File: src/source/syn_weight_pkg.sv
/*
 * syn_weight_pkg
 * shared widths and types of the banked synaptic weight store,
 * including the entry held in the recall queue
 */

`default_nettype none

package syn_weight_pkg;

	// stored weight and scaled synaptic word
	localparam int WEIGHT_W   = 12;
	localparam int SYN_DATA_W = 16;

	// bank decode, top address bits pick the bank
	localparam int BANK_SEL_W = 2;
	localparam int NUM_BANKS  = 4;

	typedef logic [WEIGHT_W-1:0]   weight_t;
	typedef logic [SYN_DATA_W-1:0] syn_data_t;
	typedef logic [BANK_SEL_W-1:0] bank_sel_t;

	// axon scaling code, 0..3 selects shift 0, 1, 2 or 4
	typedef logic [1:0] scale_code_t;

	// scaled weight travels with the code that produced it
	typedef struct packed {
		syn_data_t   data;
		scale_code_t code;
	} recall_entry_t;

endpackage : syn_weight_pkg

`default_nettype wire

File: src/source/recall_queue.sv
/*
 * recall_queue
 * scales the recalled weight by the axon code and queues it with its code
 * for the learning side, with ready/valid derived from the occupancy
 */

`timescale 1ns/1ps
`default_nettype none

module recall_queue import syn_weight_pkg::*;
#(
	parameter int FIFO_AW = 4
)
(
	input  wire logic  clk_i,
	input  wire logic  rst_n_i,
	input  wire logic  start_i,
	input  weight_t    rd_weight_i,
	input  scale_code_t recall_scale_i,
	input  wire logic  recall_en_i,
	input  wire logic  push_i,
	output logic       recall_ready_o,
	input  wire logic  learn_rd_en_i,
	output logic       learn_valid_o,
	output syn_data_t  learn_data_o,
	output scale_code_t popped_scale_o,
	output logic       pop_o
);

	localparam int unsigned DEPTH = 2 ** FIFO_AW;

	recall_entry_t      fifo_mem [DEPTH];
	recall_entry_t      push_entry;
	recall_entry_t      head_entry;
	logic [FIFO_AW-1:0] wr_ptr;
	logic [FIFO_AW-1:0] rd_ptr;
	logic [FIFO_AW:0]   occupancy;
	logic [FIFO_AW:0]   occ_pending;
	scale_code_t        scale_q;
	logic               sign;
	logic               push;
	logic               pop;

	// code rides one cycle behind the request to meet its weight
	always_ff @(posedge clk_i)
	begin
		if (recall_en_i && recall_ready_o)
			scale_q <= recall_scale_i;
	end

	assign sign = rd_weight_i[WEIGHT_W-1];

	always_comb
	begin
		push_entry.code = scale_q;
		case (scale_q)
			2'd1:    push_entry.data = {{3{sign}}, rd_weight_i, 1'b0};
			2'd2:    push_entry.data = {{2{sign}}, rd_weight_i, 2'b00};
			// shift by 4 fills the word, no room for sign bits
			2'd3:    push_entry.data = {rd_weight_i, 4'b0000};
			default: push_entry.data = {{4{sign}}, rd_weight_i};
		endcase
	end

	// in-flight entry counts against the free space
	assign occ_pending    = occupancy + {{FIFO_AW{1'b0}}, push_i};
	assign recall_ready_o = (occ_pending <= (FIFO_AW+1)'(DEPTH - 1));
	assign learn_valid_o  = (occupancy != '0);

	assign push = push_i & ~start_i;
	assign pop  = learn_rd_en_i & learn_valid_o;

	always_ff @(posedge clk_i)
	begin
		if (push)
			fifo_mem[wr_ptr] <= push_entry;
	end

	always_ff @(posedge clk_i or negedge rst_n_i)
	begin
		if (!rst_n_i)
		begin
			wr_ptr    <= '0;
			rd_ptr    <= '0;
			occupancy <= '0;
		end
		else if (start_i)
		begin
			wr_ptr    <= '0;
			rd_ptr    <= '0;
			occupancy <= '0;
		end
		else
		begin
			if (push)
				wr_ptr <= wr_ptr + 1'b1;
			if (pop)
				rd_ptr <= rd_ptr + 1'b1;
			if (push && !pop)
				occupancy <= occupancy + 1'b1;
			else if (pop && !push)
				occupancy <= occupancy - 1'b1;
		end
	end

	assign head_entry     = fifo_mem[rd_ptr];
	assign learn_data_o   = head_entry.data;
	assign popped_scale_o = head_entry.code;
	assign pop_o          = pop;

endmodule : recall_queue

`default_nettype wire

File: config.mk
export PLATFORM = sky130hd
export DESIGN_NAME = recall_queue
export DESIGN_NICKNAME = d
export VERILOG_FILES = /design/src/source/syn_weight_pkg.sv /design/src/source/recall_queue.sv
export SDC_FILE = /design/constraint.sdc
export NUM_CORES = 1
export LEC_CHECK = 0
export ABC_CLOCK_PERIOD_IN_PS = 2900
export BUFFER_PORTS_ARGS = -buffer_cell sky130_fd_sc_hd__buf_2
export CAP_MARGIN = 20
export CORE_UTILIZATION = 38
export CTS_BUF_LIST = sky130_fd_sc_hd__clkbuf_4
export DETAILED_ROUTE_END_ITERATION = 8
export PLACE_DENSITY = 0.65
export SLEW_MARGIN = 20
export SYNTH_ARGS = -nofsm -noshare
export SYNTH_HDL_FRONTEND = slang
export SYNTH_SLANG_ARGS = --single-unit
File: constraint.sdc
create_clock -name clk_i -period 2.9 [get_ports clk_i]
set_clock_uncertainty 0.05 [all_clocks]
set_input_delay 0.145 -clock clk_i [delete_from_list [all_inputs] [get_ports clk_i]]
set_output_delay 0.145 -clock clk_i [all_outputs]
set_load 0.01 [all_outputs]
==> impl_metrics.env, run 1 <==
export IMPL_diodes=0
export IMPL_power_switching_mw=3.07
export IMPL_place_congestion=0.802
export IMPL_p_int_mw=8.31
export IMPL_dpl_cell_area_um2=13100
export IMPL_cp_endpoint="occupancy[4]$_DFFE_PN0P_"
export IMPL_synth_seq_area_share_pct=74.0
export IMPL_wl_per_cell_um=22.8
export IMPL_syn_area_per_cell_um2=20.5
export IMPL_crit_path_end_kind="register"
export IMPL_nNetsFinal=756
export IMPL_fin_area_um2=14300
export IMPL_rsz0062_at_grt="false"
export IMPL_synth_most_common_cell="edfxtp_1"
export IMPL_fin_setup_tns_ns=0
export IMPL_io_pins=41
export IMPL_start_util_pct=38.7
export IMPL_ys_flop_type="edfxtp_1"
export IMPL_ys_warn_count=0
export IMPL_final_layout_size_suffix_gt1_share_pct=39.5
export IMPL_die_height_um=181
export IMPL_grt_max_degree=40
export IMPL_p_sw_share_pct=27.0
export IMPL_grt_pass1_wl_um=41200
export IMPL_max_freq_ghz=0.367
export IMPL_worstPathMaxFanout=7
export IMPL_first_global_vias=6784
export IMPL_p_seq_share_pct=44.8
export IMPL_critPathRequiredTime_ns=3.40
export IMPL_ff2ff_setup_slack_ns=0.18
export IMPL_yosysTopAreaCell="edfxtp_1"
export IMPL_core_area_um2=31600
export IMPL_cp_start_kind="register"
export IMPL_power_density_nw_per_um2=798
export IMPL_cp_startpoint="occupancy[3]$_DFFE_PN0P_"
export IMPL_drv_cap=0
export IMPL_grt_antenna_before_repair=0
export IMPL_power_total_mw=11.4
export IMPL_drt_initial_drc_count=585
export IMPL_rows=65
export IMPL_yosys_top_cells_area="edfxtp_1 (71%), mux4_2 (15%), dfrtp_1 (2.7%)"
export IMPL_finalCriticalPeriod_ns=2.72
export IMPL_syn_cell_area_um2=12200
export IMPL_synth_top_area_share_pct=71.3
export IMPL_ant_nets=0
export IMPL_synth_edf_count=290
export IMPL_yosys_top_cells_count="edfxtp_1 (290), mux4_2 (80), a22oi_1 (36)"
export IMPL_leakagePower_nw=4.72
export IMPL_wl_um=27000
export IMPL_grt_overflow_total=0
export IMPL_syn_inst=595
export IMPL_worstReg2RegStart="occupancy[3]$_DFFE_PN0P_"
export IMPL_synth_top_family_by_area="multiplexers"
export IMPL_die_w_um=181
export IMPL_drc=0
export IMPL_synth_mux_area_share_pct=15.1
export IMPL_clkPwrFrac_pct=32.2
export IMPL_synth_nets=627
export IMPL_slew_viol_final=0
export IMPL_ir_worst_vdd_v=0.000421
export IMPL_synth_compound_area_share_pct=4.02
export IMPL_cts_root_buf="clkbuf_4"
export IMPL_dp_hpwl_um=15200
export IMPL_comb_power_share_pct=22.9
export IMPL_r2r_cells=8
export IMPL_firstDrtPassIters=4
export IMPL_regToRegEndpoint="occupancy[4]$_DFFE_PN0P_"
export IMPL_cts_buffer_depth=3
export IMPL_synthDistinctLibCells=45
export IMPL_fin_crit_sh_pct=93.9
export IMPL_grt_use_total_pct=17.0
export IMPL_synth_xor_area_share_pct=0.502
export IMPL_hold_start="rd_weight_i[1]"
export IMPL_die_area_um2=32900
export IMPL_hold_viol_final=0
export IMPL_cts_max_level=3
export IMPL_worstSetupPathType="register to register"
export IMPL_port_buffers=40
export IMPL_clkTransAtPathRegs_ns=0.07
export IMPL_cts_tree="yes"
export IMPL_synthSimpleGateAreaFrac_pct=3.58
export IMPL_relSlewSlack_pct=33.4
export IMPL_setup_viol=0
export IMPL_tightestPinTransition_ns=0.999
export IMPL_ys_ff_latch=303
export IMPL_status="complete, no violations"
export IMPL_vias=6449
export IMPL_postSynth_asyncResetShare_pct=4.29
export IMPL_avgViaCountPerCell=5.46
export IMPL_clock_sinks=303
export IMPL_clock_latency_ns=0.66
export IMPL_critPathArrivalTime_ns=3.23
export IMPL_syn_to_final_growth_pct=16.8
export IMPL_cts_buffers=74
export IMPL_yosys_area_share_adder_pct=1.29
export IMPL_hold_path_class="primary input to register"
==> power by group through the flow <==
stage                     Combinational, mW  Sequential, mW  Clock, mW
final                                  2.61            5.11       3.67
after global routing                   2.83            5.11       4.00
after CTS                              2.64            5.10       3.76
after global placement                 2.33            5.27          0
after floorplan                        1.88            5.15          0
after detailed placement               2.41            5.28          0
==> kinds of logic after synthesis <==
logic type / after synthesis
AO/OA/AOI/OAI: 64
XOR/XNOR: 7
adder cells (fa/ha/maj): 12
flip-flops: 303
AND/OR/NAND/NOR: 88
buffers and inverters: 37
multiplexers: 84
==> flip-flops by register name (all words and copies together), names as in the netlist <==
name and count:
rd_ptr 4, scale_q 2, wr_ptr 4, occupancy 5, fifo_mem 288
==> routing by layer <==
layer	vias up	share of wire, %	global-route usage, %	wire (um)
li1	2791	-	-	-
met1	3352	42	22.7	11300
met2	263	49	27.5	13300
met3	43	6.9	3.71	1850
met4	0	1.9	6.03	511
met5	-	0	0	0
==> worst min-delay path by stage <==
stage | to | slack [ns] | cells past startpoint
after floorplan | occupancy[0]$_DFFE_PN0P_ | -0.20 | 0
after global placement | wr_ptr[1]$_DFFE_PN0P_ | -0.003 | 1
after detailed placement | wr_ptr[1]$_DFFE_PN0P_ | 0.01 | 1
after CTS | fifo_mem[0][8]$_DFFE_PP_ | 0.02 | 2
after global routing | fifo_mem[5][5]$_DFFE_PP_ | 0.001 | 3
final | fifo_mem[5][5]$_DFFE_PP_ | 0.03 | 3
==> layout by cell type (no fill, tap or decap), types with 3 or more instances in the layout <==
cell type,n
a21oi_1,10
clkbuf_4,111
clkinv_1,13
mux4_2,80
dlygate4sd3_1,11
a211oi_1,3
buf_12,6
nor2_1,11
edfxtp_1,290
ha_1,11
buf_4,28
nor2_2,10
nand2b_1,4
a22oi_1,36
dfrtp_1,11
nor3_1,3
nand2_1,27
nor3b_2,3
mux2i_1,4
nand3_1,6
bufinv_16,3
buf_2,41
inv_1,4
nor2b_1,4
xor2_1,6
nor3_2,5
==> area by class of cell <==
type                    instances  area (um^2)
clock buffers                 111          833
clock inverters                21          173
fillers                      2710        17300
inverters                       4         15.0
multi-input cells             255         3060
flip-flops and latches        303         9040
well taps                     402          503
repair buffers                 86          646
==> what timing repair did <==
action / 4_1_cts / 5_1_grt
setup buffers: 4 / 0
endpoints found under the hold margin: 50 / 0
hold buffers: 11 / 0
gates resized for setup: 1 / 1
setup endpoints to repair: 16 / 1
==> critical path: stages, from the launching register on <==
cell      delay, ns
dfrtp_1        0.44
nor3_1         0.27
a21o_2         0.27
nand2b_1       0.21
ha_1           0.38
a21oi_1        0.30
nand2_1        0.15
or4_1          0.47
o311ai_2       0.09
==> stage by stage <==
| stage | hold WS [ns] | setup WS [ns] | util (%) | cells |
|---|---|---|---|---|
| floorplan | -0.201 | 0.304 | - | 595 |
| global placement | -0.00346 | 0.489 | 41.5 | 1034 |
| detailed placement | 0.00984 | 0.235 | 41.5 | 1034 |
| CTS | 0.0239 | 0.176 | 45.2 | 1181 |
| global route | 0.00140 | 0.0259 | 45.2 | 1182 |
| finish | 0.0285 | 0.177 | 45.2 | 1182 |
Power figures use the tool's default switching activity.
==> inputs of run 2 (changes only) <==
Settings changed: ABC_AREA from default to 1.
==> impl_metrics.env, run 2 <==
export IMPL_status="complete, no violations"
export IMPL_grt_max_degree=181
export IMPL_hold_path_depth=2
export IMPL_start_util_pct=38.8
export IMPL_clock_latency_ns=0.68
export IMPL_cpMaxStageDelayCell="dfrtp_4"
export IMPL_worstSetupPathType="register to primary output"
export IMPL_synth_nets=1061
export IMPL_setup_viol=0
export IMPL_dpl_cell_area_um2=13600
export IMPL_cts_buffer_depth=3
export IMPL_ys_ff_latch=303
export IMPL_fin_hold_ws_ns=0.135
export IMPL_largestRegisters="fifo_mem x288, occupancy x5"
export IMPL_hold_end="scale_q[1]$_DFFE_PP_"
export IMPL_synth_compound_area_share_pct=12.7
export IMPL_leakagePower_nw=5.18
export IMPL_worstReg2RegStart="scale_q[0]$_DFFE_PP_"
export IMPL_final_common_cell="edfxtp_1"
export IMPL_critPathRequiredTime_ns=2.71
export IMPL_syn_area_per_cell_um2=12.3
export IMPL_grt_pass1_wl_um=46900
export IMPL_cp_start_kind="register"
export IMPL_synth_top_family_by_area="compound AO/OA/AOI/OAI gates"
export IMPL_tightestPinTransition_ns=0.937
export IMPL_power_density_nw_per_um2=797
export IMPL_dpl_cell_count=1496
export IMPL_slowest_delay_ns=0.55
export IMPL_cts_buffers=78
export IMPL_clock_sinks=303
export IMPL_nFillCells=3060
export IMPL_drt_initial_drc_count=645
export IMPL_finalNonFillerCells=1659
export IMPL_core_area_um2=32700
export IMPL_die_w_um=185
export IMPL_max_freq_ghz=0.372
export IMPL_place_congestion=0.788
export IMPL_relSlewSlack_pct=37.4
export IMPL_finalCriticalPeriod_ns=2.69
export IMPL_fin_crit_sh_pct=92.8
export IMPL_syn_to_final_growth_pct=16.9
export IMPL_hold_path_class="primary input to register"
export IMPL_fin_setup_tns_ns=0
export IMPL_firstDrtPassIters=7
export IMPL_ff2ff_setup_slack_ns=0.43
export IMPL_wl_um=30900
export IMPL_yosys_top_cells_area="edfxtp_1 (69%), o21ai_0 (5.8%), nor2_1 (4.9%)"
export IMPL_ir_worst_vdd_v=0.000449
export IMPL_die_height_um=185
export IMPL_vias=8552
export IMPL_synth_top_area_share_pct=68.7
export IMPL_power_total_mw=11.8
export IMPL_synth_xor_area_share_pct=0.276
export IMPL_cts_root_buf="clkbuf_4"
export IMPL_yosys_area_share_adder_pct=1.24
export IMPL_final_cell_mix="edfxtp_1 (290), nor2_1 (150), o21ai_0 (147)"
export IMPL_fin_area_um2=14800
export IMPL_cp_cell_sequence="inv_8, buf_12, nor2_1, nor2_1, o21ai_0, o211ai_1, nand3_1, nand2_1, buf_2"
export IMPL_slew_viol_final=0
export IMPL_synthDistinctLibCells=31
export IMPL_io_pins=41
export IMPL_yosysTopAreaCell="edfxtp_1"
export IMPL_grt_use_total_pct=18.4
export IMPL_cts_max_level=3
export IMPL_hold_start="recall_scale_i[1]"
export IMPL_worstPathMaxFanout=45
export IMPL_drc=0
export IMPL_dp_hpwl_um=17200
export IMPL_syn_inst=1029
export IMPL_cts_tree="yes"
export IMPL_r2r_cells=6
export IMPL_drv_cap=0
export IMPL_synth_seq_area_share_pct=71.2
export IMPL_crit_path_end_kind="primary output"
export IMPL_ys_warn_count=0
export IMPL_regToRegEndpoint="fifo_mem[9][11]$_DFFE_PP_"
export IMPL_postSynth_asyncResetShare_pct=4.29
export IMPL_rsz0062_at_grt="false"
export IMPL_synth_edf_count=290
export IMPL_hold_viol_final=0
export IMPL_clkTransAtPathRegs_ns=0.06
export IMPL_regArea_um2=9040
export IMPL_yosys_top_cells_count="edfxtp_1 (290), nor2_1 (166), o21ai_0 (147)"
export IMPL_ys_flop_type="edfxtp_1"
export IMPL_cp_common_cell="nor2_1"
export IMPL_synth_most_common_cell="edfxtp_1"
export IMPL_ant_nets=0
export IMPL_die_area_um2=34100
export IMPL_wl_per_cell_um=18.6
export IMPL_top_register="fifo_mem"
export IMPL_first_global_vias=8380
export IMPL_final_layout_size_suffix_gt1_share_pct=19.5
export IMPL_rows=66
export IMPL_synth_mux_area_share_pct=0
export IMPL_multi_input_area_um2=3100
export IMPL_grt_antenna_before_repair=1
export IMPL_critPathArrivalTime_ns=2.50
export IMPL_port_buffers=40
export IMPL_syn_cell_area_um2=12700
export IMPL_nNetsFinal=1188
export IMPL_largest_reg_flops=288
export IMPL_avgViaCountPerCell=5.15
export IMPL_grt_overflow_total=0
export IMPL_synthSimpleGateAreaFrac_pct=9.94
-- run 2: changes by cell type in the layout (fill, tap and decap cells not counted), moves of 13 or more --
cell	delta
o21ai_0	+146
nor2_1	+139
a22oi_1	-36
nand2_1	+62
mux4_2	-80
a21oi_1	+31
o211ai_1	+73
inv_1	+54
nor2_2	+13
nand3_1	+41
-- run 2: area by class of cell --
class	instances	area share (%)
Clock inverter	29	1.27
Multi-Input combinational cell	606	20.9
Clock buffer	111	5.62
Tap cell	442	3.73
Timing Repair Buffer	105	5.84
Inverter	62	1.65
Antenna cell	1	0.0169
Sequential cell	303	61.0
-- run 2: stage by stage --
stage	utilization, %	worst slack [ns]
after floorplan	-	0.746
after global placement	41.4	0.766
after detailed placement	41.4	0.713
after CTS	45.2	0.00388
after global routing	45.3	0.0103
final	45.3	0.209
-- run 2: what timing repair did --
action / in CTS / in global routing
resized for setup: 0 / 4
hold buffers: 21 / 0
setup buffers: 0 / 0
endpoints found under the setup margin: 0 / 15
endpoints found under the hold margin: 190 / 0
-- run 2: where the power goes --
group          switching (mW)  internal, mW
registers               0.119          5.04
clock network            1.71          1.96
logic                    1.98         0.991
total                    3.82          8.00
-- run 2: worst max path at each step --
stage | start | endpoint | slack, ns | cells past startpoint
after global placement | rd_ptr[0]$_DFFE_PN0P_ | learn_data_o[8] | 0.77 | 9
after floorplan | scale_q[1]$_DFFE_PP_ | fifo_mem[0][12]$_DFFE_PP_ | 0.75 | 3
after CTS | rd_ptr[3]$_DFFE_PN0P_ | learn_data_o[7] | 0.004 | 4
after detailed placement | scale_q[1]$_DFFE_PP_ | fifo_mem[5][5]$_DFFE_PP_ | 0.71 | 3
final | rd_ptr[0]$_DFFE_PN0P_ | learn_data_o[13] | 0.21 | 9
after global routing | rd_ptr[0]$_DFFE_PN0P_ | learn_data_o[9] | 0.01 | 9
-- run 2: logic make-up (layout without fill, tap and decap cells) --
family                     after synthesis  after routing
other                                    0              1
DFF                                    303            303
adders and majority gates               12             12
buffers and inverters                  120            307
and+or+nand+nor                        313            313
xor gates and xnor gates                 4              4
AOI/OAI and AO/OA                      277            277
-- run 2: worst max-delay path: cells and delay by family (launching register included) --
family,cells,cell delay [ns]
simple gates,4,0.38
flops,1,0.55
compound gates,2,0.20
buf+inv,3,0.65
-- run 2: metal layers --
metal  up-vias  wire [um]  global-route usage (%)
li1       4042          -                       -
met1      4145      13900                    25.2
met2       309      14200                    28.5
met3        56       2050                    3.28
met4         0        787                    8.26
met5         -          0                       0
==> inputs of run 3 (changes only) <==
Settings changed: CORE_UTILIZATION 38 to 50, CTS_CLUSTER_DIAMETER from default to 80, PLACE_DENSITY 0.65 to 0.78.
==> impl_metrics.env, run 3 (synthesis gave the netlist of run 2 again) <==
export IMPL_hold_path_class="primary input to register"
export IMPL_tightestPinTransition_ns=1.12
export IMPL_clock_sinks=303
export IMPL_drt_initial_drc_count=860
export IMPL_ir_worst_vdd_v=0.000614
export IMPL_cts_max_level=3
export IMPL_core_area_um2=24600
export IMPL_start_util_pct=51.5
export IMPL_nFillCells=1874
export IMPL_vias=8589
export IMPL_cp_start_kind="register"
export IMPL_final_common_cell="edfxtp_1"
export IMPL_final_core_util_pct=58.5
export IMPL_cts_buffers=73
export IMPL_leakagePower_nw=5.05
export IMPL_critPathArrivalTime_ns=2.57
export IMPL_worstReg2RegStart="scale_q[1]$_DFFE_PP_"
export IMPL_wl_um=29500
export IMPL_wl_per_cell_um=19.5
export IMPL_regToRegEndpoint="fifo_mem[6][6]$_DFFE_PP_"
export IMPL_nNetsFinal=1173
export IMPL_rsz0062_at_grt="true"
export IMPL_port_buffers=40
export IMPL_hold_viol_final=0
export IMPL_ff2ff_setup_slack_ns=0.64
export IMPL_dpl_cell_area_um2=13400
export IMPL_die_w_um=161
export IMPL_relSlewSlack_pct=25.0
export IMPL_die_height_um=161
export IMPL_critPathRequiredTime_ns=2.71
export IMPL_cts_tree="yes"
export IMPL_worstSetupPathType="register to primary output"
export IMPL_top_register="fifo_mem"
export IMPL_firstDrtPassIters=6
export IMPL_final_cell_mix="edfxtp_1 (290), nor2_1 (150), o21ai_0 (147)"
export IMPL_max_freq_ghz=0.361
export IMPL_drc=0
export IMPL_largestRegisters="fifo_mem x288, occupancy x5"
export IMPL_postCtsSetupRepairBufs=0
export IMPL_r2r_cells=2
export IMPL_finalNonFillerCells=1512
export IMPL_grt_antenna_before_repair=1
export IMPL_fin_hold_ws_ns=0.0167
export IMPL_cts_buffer_depth=3
export IMPL_first_global_vias=8567
export IMPL_slew_viol_final=0
export IMPL_fin_crit_sh_pct=95.5
export IMPL_finalCriticalPeriod_ns=2.77
export IMPL_clock_latency_ns=0.64
export IMPL_ant_nets=0
export IMPL_final_layout_size_suffix_gt1_share_pct=18.3
export IMPL_worstPathMaxFanout=45
export IMPL_avgViaCountPerCell=5.68
export IMPL_io_pins=41
export IMPL_grt_max_degree=181
export IMPL_die_area_um2=26000
export IMPL_dpl_cell_count=1375
export IMPL_syn_to_final_growth_pct=13.5
export IMPL_grt_pass1_wl_um=45800
export IMPL_hold_start="rd_weight_i[8]"
export IMPL_rows=57
export IMPL_place_congestion=0.859
export IMPL_fin_setup_tns_ns=0
export IMPL_crit_path_end_kind="primary output"
export IMPL_hold_path_depth=3
export IMPL_clkTransAtPathRegs_ns=0.07
export IMPL_fin_area_um2=14400
export IMPL_cts_root_buf="clkbuf_4"
export IMPL_grt_use_total_pct=23.2
export IMPL_grt_overflow_total=0
export IMPL_power_density_nw_per_um2=784
export IMPL_drv_cap=0
export IMPL_hold_end="fifo_mem[2][11]$_DFFE_PP_"
export IMPL_dp_hpwl_um=15800
export IMPL_setup_viol=0
export IMPL_largest_reg_flops=288
export IMPL_status="complete, no violations"
run 3: cell types whose count changed in the layout (fill, tap and decap cells not counted), moves of 2 or more:
cell,before,now
dlygate4sd3_1,21,14
clkbuf_4,111,105
buf_12,7,5
clkinv_2,5,0
clkinvlp_4,4,0
run 3: critical path, cell delays in order (launching register included):
cell and delay, ns:
dfrtp_4 0.51, inv_4 0.32, buf_12 0.30, nor2_1 0.07, nor2_1 0.09, o21ai_0 0.09, o211ai_1 0.17, nand3_1 0.10
nand2_1 0.13, buf_2 0.14
run 3: routing by layer:
metal  vias to the layer above  wire length, um  GRT usage (%)
li1                       3990                -              -
met1                      4119            11400           28.9
met2                       414            14900           38.6
met3                        66             2300           4.78
met4                         0              841           11.5
met5                         -                0              0
run 3: report_power, final:
group | switching [mW] | total [mW] | internal (mW)
registers | 0.117 | 5.16 | 5.04
logic | 1.90 | 2.85 | 0.945
clock network | 1.56 | 3.28 | 1.73
run 3: cell type report:
class	count	area, um^2	share of cell area (%)
clock inverters	17	90.1	0.626
inverters	62	235	1.63
repair buffers	95	731	5.08
clock buffers	104	781	5.43
well taps	324	405	2.82
diodes	1	2.50	0.0174
multi-input cells	606	3110	21.6
flip-flops and latches	303	9040	62.8
run 3: worst max-delay path by stage:
| stage | slack (ns) | to | start | cells after the start |
|---|---|---|---|---|
| final | 0.13 | popped_scale_o[0] | rd_ptr[0]$_DFFE_PN0P_ | 9 |
| after global routing | -0.02 | popped_scale_o[0] | rd_ptr[0]$_DFFE_PN0P_ | 9 |
| after CTS | 0.14 | popped_scale_o[0] | rd_ptr[0]$_DFFE_PN0P_ | 9 |
| after detailed placement | 0.72 | fifo_mem[6][6]$_DFFE_PP_ | scale_q[1]$_DFFE_PP_ | 2 |
| after global placement | 0.79 | fifo_mem[6][6]$_DFFE_PP_ | scale_q[1]$_DFFE_PP_ | 2 |
| after floorplan | 0.75 | fifo_mem[0][12]$_DFFE_PP_ | scale_q[1]$_DFFE_PP_ | 3 |
run 3: metrics by stage:
step                total power, mW  setup slack, ns
floorplan                      7.34            0.746
global placement               7.98            0.785
detailed placement             8.05            0.722
CTS                            11.3            0.136
global route                   11.9          -0.0207
finish                         11.3            0.132
run 3: repair_timing:
item / 4_1_cts / 5_1_grt
endpoints found under the hold margin: 70 / 3
resized for setup: 0 / 1
hold buffers: 13 / 1
endpoints found under the setup margin: 0 / 2
